[src/common/cmd_pkg.sv]
package cmd_pkg;

  // Header opcodes, carried in the top byte of the first word
  localparam logic [7:0] op_coordinated_step = 8'h01;
  localparam logic [7:0] op_motor_enable     = 8'h0a;
  localparam logic [7:0] op_clk_divisor      = 8'h20;
  localparam logic [7:0] op_api_version      = 8'hfe;

  localparam logic [7:0] version_major = 8'd1;
  localparam logic [7:0] version_minor = 8'd2;
  localparam logic [7:0] version_patch = 8'd3;
  localparam logic [7:0] version_devel = 8'd0;

  typedef struct packed {
    logic [7:0]  opcode;
    logic [7:0]  axis;     // Axis select field
    logic [47:0] payload;  // Masks and divisor sit in the low bits
  } cmd_header_t;

  // One host word, seen as a header or as raw data
  typedef union packed {
    cmd_header_t hdr;   // First word of a message
    logic [63:0] data;  // Duration, rate and acceleration words
  } cmd_word_u;

  typedef logic [63:0] reply_t;

  // Reply to the version read, patch in byte 0
  typedef struct packed {
    logic [31:0] rsvd;
    logic [7:0]  devel;
    logic [7:0]  major;
    logic [7:0]  minor;
    logic [7:0]  patch;
  } version_reply_t;

  localparam version_reply_t version_reply = '{
    rsvd:  32'd0,
    devel: version_devel,
    major: version_major,
    minor: version_minor,
    patch: version_patch
  };

endpackage

[src/common/motion_pkg.sv]
package motion_pkg;

  localparam int num_axes    = 2;
  localparam int buffer_size = 2;
  localparam int slot_bits   = 1;  // Width of a slot index

  localparam int duration_bits = 32;  // Move length in ticks
  localparam int rate_bits     = 64;
  localparam int frac_bits     = 32;  // Fractional part of rate and accumulator
  localparam int position_bits = 32;

  // Duration word plus a rate and an acceleration word per axis
  localparam int move_words = 1 + 2 * num_axes;

  localparam logic [7:0] default_divisor = 8'd32;

  typedef logic [num_axes-1:0] axis_mask_t;

  typedef logic signed [position_bits-1:0] position_t;

  // One axis's share of a move
  typedef struct packed {
    logic signed [rate_bits-1:0] rate;
    logic signed [rate_bits-1:0] accel;
  } axis_cfg_t;

  // A complete coordinated move as held in a buffer slot
  typedef struct packed {
    axis_mask_t                          dir;
    logic [duration_bits-1:0]            duration;
    logic [num_axes-1:0][rate_bits-1:0]  rate;
    logic [num_axes-1:0][rate_bits-1:0]  accel;
  } move_t;

endpackage

[src/hdl/command_parser.sv]
`timescale 1ns/1ps

module command_parser (
  input  logic                                            CLK,
  input  logic                                            resetn,
  input  cmd_pkg::cmd_word_u                              word_in,
  input  logic                                            word_strobe,
  input  motion_pkg::position_t [motion_pkg::num_axes-1:0] positions,
  output cmd_pkg::reply_t                                 reply_word,
  output motion_pkg::axis_mask_t                          enable,
  output logic [7:0]                                      divisor,
  output motion_pkg::move_t                               new_move,
  output logic                                            move_write
);
  import cmd_pkg::*;
  import motion_pkg::*;

  logic       strobe_q;
  logic       word_edge;
  logic [7:0] msg_header;  // Opcode of the message in progress
  logic [7:0] word_cnt;    // Words seen so far in this message
  logic       more_words;
  logic       in_move;

  position_t  snap [num_axes];  // Positions taken at the move header

  assign word_edge = word_strobe & ~strobe_q;

  // Only these headers are followed by data words
  assign more_words = (msg_header == op_coordinated_step) ||
                      (msg_header == op_api_version);
  assign in_move    = (msg_header == op_coordinated_step);

  // Control path, header tracking and reply
  always_ff @(posedge CLK) begin
    if (resetn) begin
      strobe_q   <= 1'b0;
      reply_word <= '0;
      enable     <= '0;
      divisor    <= default_divisor;
      msg_header <= '0;
      word_cnt   <= '0;
      move_write <= 1'b0;
    end else begin
      strobe_q   <= word_strobe;
      move_write <= 1'b0;

      if (word_edge) begin
        reply_word <= '0;  // Zero unless a branch below says otherwise

        if (!more_words) begin
          msg_header <= word_in.hdr.opcode;
          word_cnt   <= 8'd1;

          case (word_in.hdr.opcode)
            op_motor_enable: enable  <= word_in.hdr.payload[num_axes-1:0];
            op_clk_divisor:  divisor <= word_in.hdr.payload[7:0];
            op_api_version:  reply_word <= version_reply;
            default: ;
          endcase
        end else if (in_move) begin
          word_cnt <= word_cnt + 8'd1;

          // Duration word returns the first snapshot
          if (word_cnt == 8'd1)
            reply_word <= 64'(snap[0]);

          // Each acceleration word returns the next axis's snapshot
          for (int a = 0; a < num_axes - 1; a++) begin
            if (word_cnt == 8'(2 * a + 3))
              reply_word <= 64'(snap[a+1]);
          end

          if (word_cnt == 8'(move_words)) begin
            move_write <= 1'b1;  // Move complete, hand to buffer
            msg_header <= '0;
            word_cnt   <= '0;
          end
        end else begin
          // Trailing word of the version read
          msg_header <= '0;
          word_cnt   <= '0;
        end
      end
    end
  end

  // Move assembly and position snapshot
  always_ff @(posedge CLK) begin
    if (word_edge) begin
      if (!more_words) begin
        if (word_in.hdr.opcode == op_coordinated_step) begin
          new_move.dir <= word_in.hdr.payload[num_axes-1:0];
          for (int a = 0; a < num_axes; a++) begin
            snap[a] <= positions[a];
          end
        end
      end else if (in_move) begin
        if (word_cnt == 8'd1)
          new_move.duration <= word_in.data[duration_bits-1:0];

        // Rate then acceleration, axis by axis
        for (int a = 0; a < num_axes; a++) begin
          if (word_cnt == 8'(2 * a + 2))
            new_move.rate[a] <= word_in.data;
          if (word_cnt == 8'(2 * a + 3))
            new_move.accel[a] <= word_in.data;
        end
      end
    end
  end

endmodule

[src/hdl/move_buffer.sv]
`timescale 1ns/1ps

module move_buffer (
  input  logic                                CLK,
  input  logic                                resetn,
  input  motion_pkg::move_t                   new_move,
  input  logic                                move_write,
  input  logic [motion_pkg::slot_bits-1:0]    slot_index,
  input  logic [motion_pkg::buffer_size-1:0]  done_toggle,
  output logic [motion_pkg::buffer_size-1:0]  stepready,
  output motion_pkg::move_t                   active_move,
  output logic                                buffer_dtr
);
  import motion_pkg::*;

  move_t                slots [buffer_size];
  logic [slot_bits-1:0] wr_idx;
  logic [slot_bits-1:0] wr_idx_next;

  // Wrap at the last slot
  assign wr_idx_next = (wr_idx == slot_bits'(buffer_size - 1)) ? '0 : wr_idx + 1'b1;

  // Write index and ready toggles
  always_ff @(posedge CLK) begin
    if (resetn) begin
      wr_idx    <= '0;
      stepready <= '0;
    end else if (move_write) begin
      stepready[wr_idx] <= ~stepready[wr_idx];  // Hand the slot to the sequencer
      wr_idx            <= wr_idx_next;
    end
  end

  always_ff @(posedge CLK) begin
    if (move_write)
      slots[wr_idx] <= new_move;
  end

  assign active_move = slots[slot_index];

  // Slot is free once the sequencer has caught up with it
  assign buffer_dtr = (stepready[wr_idx] == done_toggle[wr_idx]);

endmodule

[src/dda/dda_sequencer.sv]
`timescale 1ns/1ps

module dda_sequencer (
  input  logic                                  CLK,
  input  logic                                  resetn,
  input  logic [7:0]                            divisor,
  input  logic [motion_pkg::buffer_size-1:0]    stepready,
  input  logic [motion_pkg::duration_bits-1:0]  move_duration,
  output logic                                  tick,
  output logic                                  load,
  output logic                                  executing,
  output logic                                  move_done,
  output logic [motion_pkg::slot_bits-1:0]      slot_index,
  output logic [motion_pkg::buffer_size-1:0]    done_toggle
);
  import motion_pkg::*;

  logic [7:0]               tick_cnt;
  logic [7:0]               tick_last;
  logic [duration_bits-1:0] remaining;  // Ticks left in the running move
  logic                     slot_ready;
  logic                     finish;
  logic [slot_bits-1:0]     next_slot;

  // A divisor of 0 runs like 1
  assign tick_last = (divisor == 8'd0) ? 8'd0 : divisor - 8'd1;

  // Tick divider
  always_ff @(posedge CLK) begin
    if (resetn) begin
      tick_cnt <= '0;
      tick     <= 1'b0;
    end else if (tick_cnt >= tick_last) begin  // Also catches a lowered divisor
      tick_cnt <= '0;
      tick     <= 1'b1;
    end else begin
      tick_cnt <= tick_cnt + 8'd1;
      tick     <= 1'b0;
    end
  end

  assign slot_ready = stepready[slot_index] ^ done_toggle[slot_index];
  assign load       = tick & ~executing & slot_ready;

  // Zero-length move ends at its load tick
  assign finish = (load && (move_duration == '0)) ||
                  (executing && tick && (remaining == duration_bits'(1)));

  assign next_slot = (slot_index == slot_bits'(buffer_size - 1)) ? '0 : slot_index + 1'b1;

  always_ff @(posedge CLK) begin
    if (resetn) begin
      executing   <= 1'b0;
      move_done   <= 1'b0;
      remaining   <= '0;
      slot_index  <= '0;
      done_toggle <= '0;
    end else begin
      move_done <= finish;

      if (load && (move_duration != '0)) begin
        executing <= 1'b1;
        remaining <= move_duration;
      end else if (executing && tick) begin
        remaining <= remaining - 1'b1;
        if (finish)
          executing <= 1'b0;
      end

      if (finish) begin
        done_toggle[slot_index] <= ~done_toggle[slot_index];  // Frees the slot
        slot_index              <= next_slot;
      end
    end
  end

endmodule

[src/dda/dda_axis.sv]
`timescale 1ns/1ps

module dda_axis (
  input  logic                  CLK,
  input  logic                  resetn,
  input  logic                  tick,
  input  logic                  load,
  input  logic                  executing,
  input  motion_pkg::axis_cfg_t cfg,
  input  logic                  dir_bit,
  output logic                  step,
  output motion_pkg::position_t position
);
  import motion_pkg::*;

  logic signed [rate_bits-1:0] acc;
  logic signed [rate_bits-1:0] rate_q;   // Running rate, grows by accel each tick
  logic signed [rate_bits-1:0] accel_q;
  logic signed [rate_bits-1:0] acc_sum;
  logic                        advance;
  logic                        crossed;

  assign advance = tick & executing;
  assign acc_sum = acc + rate_q;

  // Integer part moved on this add
  assign crossed = (acc_sum[rate_bits-1:frac_bits] != acc[rate_bits-1:frac_bits]);

  always_ff @(posedge CLK) begin
    if (load) begin
      acc     <= '0;
      rate_q  <= cfg.rate;
      accel_q <= cfg.accel;
    end else if (advance) begin
      acc    <= acc_sum;
      rate_q <= rate_q + accel_q;
    end
  end

  // Position taken with the step so dir still belongs to this move
  always_ff @(posedge CLK) begin
    if (resetn) begin
      step     <= 1'b0;
      position <= '0;
    end else begin
      step <= advance & crossed;
      if (advance && crossed)
        position <= dir_bit ? position + position_t'(1) : position - position_t'(1);
    end
  end

endmodule

[src/hdl/stepper_controller_top.sv]
`timescale 1ns/1ps

module stepper_controller_top (
  input  logic                   CLK,
  input  logic                   resetn,
  input  cmd_pkg::cmd_word_u     word_in,
  input  logic                   word_strobe,
  output cmd_pkg::reply_t        reply_word,
  output motion_pkg::axis_mask_t step,
  output motion_pkg::axis_mask_t dir,
  output motion_pkg::axis_mask_t enable,
  output logic                   buffer_dtr,
  output logic                   move_done
);
  import motion_pkg::*;

  logic [7:0]                   divisor;
  move_t                        new_move;
  logic                         move_write;
  move_t                        active_move;
  logic [buffer_size-1:0]       stepready;
  logic [buffer_size-1:0]       done_toggle;
  logic [slot_bits-1:0]         slot_index;
  logic                         tick;
  logic                         load;
  logic                         executing;
  position_t [num_axes-1:0]     positions;

  command_parser u_parser (
    .CLK        (CLK),
    .resetn     (resetn),
    .word_in    (word_in),
    .word_strobe(word_strobe),
    .positions  (positions),
    .reply_word (reply_word),
    .enable     (enable),
    .divisor    (divisor),
    .new_move   (new_move),
    .move_write (move_write)
  );

  move_buffer u_buffer (
    .CLK        (CLK),
    .resetn     (resetn),
    .new_move   (new_move),
    .move_write (move_write),
    .slot_index (slot_index),
    .done_toggle(done_toggle),
    .stepready  (stepready),
    .active_move(active_move),
    .buffer_dtr (buffer_dtr)
  );

  dda_sequencer u_seq (
    .CLK          (CLK),
    .resetn       (resetn),
    .divisor      (divisor),
    .stepready    (stepready),
    .move_duration(active_move.duration),
    .tick         (tick),
    .load         (load),
    .executing    (executing),
    .move_done    (move_done),
    .slot_index   (slot_index),
    .done_toggle  (done_toggle)
  );

  assign dir = active_move.dir;

  for (genvar i = 0; i < num_axes; i++) begin : g_axis
    axis_cfg_t cfg;

    assign cfg = '{rate: active_move.rate[i], accel: active_move.accel[i]};

    dda_axis u_axis (
      .CLK      (CLK),
      .resetn   (resetn),
      .tick     (tick),
      .load     (load),
      .executing(executing),
      .cfg      (cfg),
      .dir_bit  (active_move.dir[i]),
      .step     (step[i]),
      .position (positions[i])
    );
  end

endmodule

[config.mk]
export PLATFORM = sky130hd
export DESIGN_NAME = stepper_controller_top
export DESIGN_NICKNAME = d
export VERILOG_FILES = /design/src/common/cmd_pkg.sv /design/src/common/motion_pkg.sv /design/src/hdl/command_parser.sv /design/src/hdl/move_buffer.sv /design/src/dda/dda_sequencer.sv /design/src/dda/dda_axis.sv /design/src/hdl/stepper_controller_top.sv
export SDC_FILE = /design/constraint.sdc
export NUM_CORES = 2
export LEC_CHECK = 0
export BUFFER_PORTS_ARGS = -buffer_cell sky130_fd_sc_hd__buf_2
export CELL_PAD_IN_SITES_DETAIL_PLACEMENT = 0
export CELL_PAD_IN_SITES_GLOBAL_PLACEMENT = 2
export CORE_ASPECT_RATIO = 1.1
export CORE_MARGIN = 2
export CORE_UTILIZATION = 44
export DETAILED_ROUTE_END_ITERATION = 10
export MAX_ROUTING_LAYER = met4
export PLACE_DENSITY = 0.79
export SETUP_SLACK_MARGIN = 0.1
export SKIP_CTS_REPAIR_TIMING = 1
export SYNTH_ARGS = -nofsm -noshare
export SYNTH_HDL_FRONTEND = slang
export SYNTH_SLANG_ARGS = --single-unit
[constraint.sdc]
create_clock -name CLK -period 16.4 [get_ports CLK]
set_clock_uncertainty 0.05 [all_clocks]
set_input_delay 0.82 -clock CLK [delete_from_list [all_inputs] [get_ports CLK]]
set_output_delay 0.82 -clock CLK [all_outputs]
set_load 0.005 [all_outputs]
# Yosys cells after proc, flatten, opt, wreduce, memory -nomap -nowiden
# Memories as Yosys holds them, arrays and structs flattened. A register that Yosys moved wholly into a read port is not among the register bits.
# Index checks and enable logic that the tools add are counted.
classes:
  add_sub_neg: 14
  order_cmp: 5
  eq_ne: 16
  mux: 49
  bitwise_logic: 14
  reduce_logical: 28
op_table:
  columns: ["operator", "n"]
  rows:
  - ["2-to-1 mux 64 bit", 8]
  - ["adder 64 bit", 4]
  - ["2-to-1 mux 32 bit", 4]
  - ["adder 32 x 2 -> 32 bit, second input constant", 2]
  - ["inequality test 32 bit", 2]
  - ["subtractor 32 x 2 -> 32 bit, second input constant", 2]
  - ["2-to-1 mux 8 bit", 7]
  - ["== test 32 x 1 -> 1 bit, second input constant", 1]
  - ["logical NOT 32 bit", 1]
  - ["nonzero test 32 bit", 1]
  - ["subtractor 32 x 1 -> 32 bit, second input constant", 1]
  - ["2-to-1 mux 1 bit", 25]
  - ["== test 8 x 1 -> 1 bit, second input constant", 3]
  - ["AND reduction 4 bit", 5]
  - ["2-to-1 mux 17 bit", 1]
  - ["adder 8 x 1 -> 8 bit, second input constant", 2]
  - ["== test 8 x 2 -> 1 bit, second input constant", 2]
  - ["== test 8 x 3 -> 1 bit, second input constant", 2]
  - ["== test 8 bit, second input constant", 2]
  - ["AND reduction 3 bit", 3]
  - ["== test 8 x 4 -> 1 bit, second input constant", 1]
  - ["== test 8 x 6 -> 1 bit, second input constant", 1]
  - [">= comparator 8 bit", 1]
  - ["logical AND 1 bit", 8]
  - ["17 further kinds", 37]
word_totals:
  ff_bits: 881
  ram_bits: 644
  output_inout_bits: 72
  elab_cells: 160
  n_memories: 2
memory_table:
  columns: ["memory", "words", "width", "rd", "rd_ports_with_merged_regs", "wr", "line", "rtl"]
  rows:
  - ["u_buffer.slots", 2, 290, 1, 1, 1, "move_buffer.sv:16", "move_t slots [buffer_size];"]
  - ["u_parser.snap", 2, 32, 2, 0, 2, "command_parser.sv:25", "position_t snap [num_axes];"]

# Longest topological paths before layout
depth:
  word_depth: 9
  depth_mapped: 19
  depth_no_buf: 19

# Modules after synthesis
# A second synthesis with hierarchy kept.
hier_totals:
  hier_cells: 6306
  hier_area_um2: 74317.5
modules_own_cells:
  columns: ["module", "n_inst", "cells_each", "area_each_um2", "seq_area_each_um2"]
  rows:
  - ["move_buffer", 1, 917, 21425.5, 17476.8]
  - ["dda_axis (g_axis[1].u_axis)", 1, 2244, 18619.1, 5765.5]
  - ["dda_axis (g_axis[0].u_axis)", 1, 2133, 17830.9, 5765.5]
  - ["command_parser", 1, 674, 13678.1, 11831.3]
  - ["dda_sequencer", 1, 338, 2763.9, 920.9]

# Worst setup path after synthesis
# OpenSTA, ideal clock, no wires.
synth_timing:
  path_kind: "reg2reg"
  start: "register u_buffer.wr_idx"
  end: "memory u_buffer.slots[0][0] (netlist name) (enable)"
  t_arrival_ns: 13.175
  required_ns: 15.366
  setup_slack_ns: 2.191
  path_stages_with_launch: 2
  path_buffers: 0
  cell_sequence: "dfxtp_1 > nor2b_1"
synth_rtl:
  columns: ["element", "line", "rtl"]
  rows:
  - ["from (decl)", "move_buffer.sv:17", "logic [slot_bits-1:0] wr_idx;"]
  - ["from (signal assigned)", "move_buffer.sv:30", "wr_idx <= wr_idx_next;"]
  - ["to (decl)", "move_buffer.sv:16", null]
# No word-level cell before the write port.

# Worst setup path in the final report
layout_timing:
  start: "register g_axis[1].u_axis.rate_q[0]"
  end: "register g_axis[1].u_axis.position[30]"
layout_between:
  elab_chain_len: 3
layout_lines:
  columns: ["element", "line", "rtl"]
  rows:
  - ["from (decl)", "dda_axis.sv:17", "logic signed [rate_bits-1:0] rate_q;"]
  - ["from (signal assigned)", "dda_axis.sv:32", "rate_q <= cfg.rate;"]
  - ["from (signal assigned)", "dda_axis.sv:36", "rate_q <= rate_q + accel_q;"]
  - ["adder 64 bit", "dda_axis.sv:24", "assign acc_sum = acc + rate_q;"]
  - ["inequality test 32 bit", "dda_axis.sv:27", "assign crossed = (acc_sum[rate_bits-1:frac_bits] != acc[rate_bits-1:frac_bits]);"]
  - ["logical AND 1 bit", "dda_axis.sv:47", "if (advance && crossed)"]
  - ["to (signal assigned)", "dda_axis.sv:48", "position <= dir_bit ? position + position_t'(1) : position - position_t'(1);"]
  - ["to (decl)", "dda_axis.sv:12", "output motion_pkg::position_t position"]
# No other way between the ends.
# A chain may end at the register's enable or synchronous reset.

==> flow_summary.ini <==
[route]
avgViaCountPerCell = 5.71
drcViolationCount = 0
vias = 46900
drt_wl_total_um = 188000
drtIter0Drc = 3492
wl_per_cell_um = 22.8
first_pass_iters = 7
antenna_left = 0

[cells_and_area]
synthToLayoutAreaGrowth_pct = 11.4
finalInstanceArea_um2 = 79300
fin_cells = 8224
final_core_utilization = 0.494
final_layout_size_suffix_gt1_frac = 0.104
nFillCells = 14200
fin_nets = 6381

[synthesis]
synth_commonest_cells = edfxtp_1, a21oi_1, nand2_1
yosysTopAreaCellShare = 0.502
synth_compound_area_frac = 0.136
yosys.area_share.simple = 0.0991
synth.distinct_cells = 94
netlist_instances = 5915
synth_fp_nets = 6318
post_synth.cell_area_avg_um2 = 12.0
synth_flop_cell = edfxtp_1
synthTopCellsByArea = edfxtp_1, dfxtp_1, ha_1
synth_xor_area_frac = 0.0474
synth_mux_area_frac = 0.0471
synth_top_family_by_area = compound AO/OA/AOI/OAI gates
synth_most_common_cell = edfxtp_1
synth_edf_count = 1190
synth_fa_ha_area_frac = 0.0597
synth_area_um2 = 71200
ys_warn_count = 0
ys_ff_latch = 1492
yosysTopAreaCell = edfxtp_1
async_reset_ff_frac = 0
ys_seq_area_frac = 0.587

[placement]
dp_hpwl_um = 129000
dp.cells = 7920
portBuffers = 138
place_ws_ns = 10.30
globalplace.congestion = 0.884
placed_cell_area_um2 = 73700

[sta]
relSlewSlack = 0.176
period_share = 0.370
hold_violations = 0
rsz0062_at_grt = false
tns_ns = 0
finalSetupViolations = 0
setup_slack_ns = 10.33
fin_crit_ns = 6.07
timing.hold.ws_ns = 0.217
fmax_ghz = 0.165
maxSlewViolCount = 0
tightestPinTransition_ns = 1.22

[worst_setup_path]
slowest_stage = nor4_2
cp.required_ns = 16.99
end_kind = register
arrival_ns = 6.66
start_kind = register
cpPeakStageDelay_ns = 0.59
cp_cell_sequence = ha_1 > fa_1 > a21oi_1 > o22ai_1 > o211ai_1 > a31oi_1 > o21ai_1 > o21ai_1 > a21oi_1 > xnor3_1 > a2111oi_0 > o2111ai_1 > nor4_2 > buf_4 > nand2_1 > buf_4 > nand2_1 > o41ai_1
critPathKind = register to register
critPathMaxFanout = 18

[pwr]
leakage_nw = 28.7
peakVddDrop_uv = 82.7
total_power_mw = 8.17
power.density_nw_per_um2 = 103

[global_route]
grt_max_degree = 173
grtUsageMet1 = 0.313
top_usage_layer = met2
grt_use_met3 = 0.0326
grt_pass1_wl_um = 284000
grtUsageTotal = 0.232
antenna_found_initial = 17
gr-usage-met2 = 0.370
grt_overflow = 0
grt_pass1_vias = 45900

[die]
fp.coreArea_um2 = 160000
start_util = 0.444
die_x_um = 387
die-area_um2 = 165000
rows = 154
io-pin-count = 139
die_h_um = 426

[clocking]
ctsLongestPathBuffers = 3
cts.clk_slew.worst_paths_ns = 0.06
clock-sinks = 1492
cts_max_level = 4
cts_root_buf = clkbuf_16
clkLatencyLatePin_ns = 0.80
cts_made_buffers = 161
cts_tree = built

[run]
drv_cap = 0

[outcome]
status = finished clean

[hold_path]
hold_class = input pin to register
[critical path, delay by kind of cell (launching register included)]
family | cells | cell delay, ns
AO/OA/AOI/OAI | 10 | 2.89
AND/OR/NAND/NOR | 3 | 1.08
adder cells (fa/ha/maj) | 2 | 0.68
buffers and inverters | 2 | 0.49
flip-flops | 1 | 0.41
XOR/XNOR | 1 | 0.30
[layout by cell type, fill, tap and decap left out, types with 55 or more instances in the layout]
cell type,instances
xor2_1,133
mux2i_1,173
dfxtp_1,301
nand2b_1,55
a211oi_1,75
nor3_1,79
o21ai_0,335
nand2_1,411
xnor2_1,216
buf_2,137
a21o_1,164
mux2_2,141
a21oi_1,441
nand4_1,76
inv_1,112
clkbuf_16,167
nor2_1,399
edfxtp_1,1190
ha_1,330
nand3_1,174
[sequential cells by signal (all words and copies together), names as in the netlist, 32 cells and up, named ones only]
signal	count
g_axis.u_axis.acc	126
g_axis.u_axis.accel_q	128
g_axis.u_axis.position	64
g_axis.u_axis.rate_q	128
u_buffer.slots	580
u_parser.new_move	290
u_parser.reply_word	32
u_parser.snap	64
u_seq.remaining	32
[kinds of logic (layout without fill, tap and decap cells)]
logic type	Yosys count	after routing
AO/OA/AOI/OAI	1528	1528
XOR/XNOR	363	363
adder cells (fa/ha/maj)	336	336
buffers and inverters	398	597
flip-flops	1492	1492
multiplexers	317	317
other	0	4
AND/OR/NAND/NOR	1481	1481
[routing by layer]
layer | share of wire | vias to the layer above | wire length [um]
met4 | 0.021 | 0 | 3910
met2 | 0.47 | 1085 | 88500
li1 | - | 22500 | -
met1 | 0.46 | 23000 | 86200
met5 | 0 | - | 0
met3 | 0.049 | 250 | 9250
[path summary, 6_finish.rpt]
kind	endpoint	slack [ns]	start	depth (start not counted)
setup / recovery	g_axis[1].u_axis.position[30]	10.33	g_axis[1].u_axis.rate_q[0]	18
hold / removal	u_parser.strobe_q	0.22	word_strobe	2
setup reg to reg	g_axis[1].u_axis.position[30]	10.33	g_axis[1].u_axis.rate_q[0]	18
hold reg to reg	u_buffer.slots[1][166]	0.38	u_parser.new_move[166]	0
[cell type report]
cell class,count,area [um^2],area share
Clock inverter,97,1150,0.0145
Sequential cell,1492,41800,0.527
Tap cell,2106,2640,0.0332
Clock buffer,202,4350,0.0549
Timing Repair Buffer,183,1080,0.0136
Multi-Input combinational cell,4025,27800,0.351
Inverter,115,444,0.00560
Antenna cell,4,10.0,0.000126
[where the power goes]
group | switching, mW | internal (mW)
Combinational | 0.204 | 0.107
Clock | 1.55 | 2.24
Sequential | 0.0167 | 4.06
Total | 1.77 | 6.41
No activity file was read; power rests on OpenSTA's default activity.
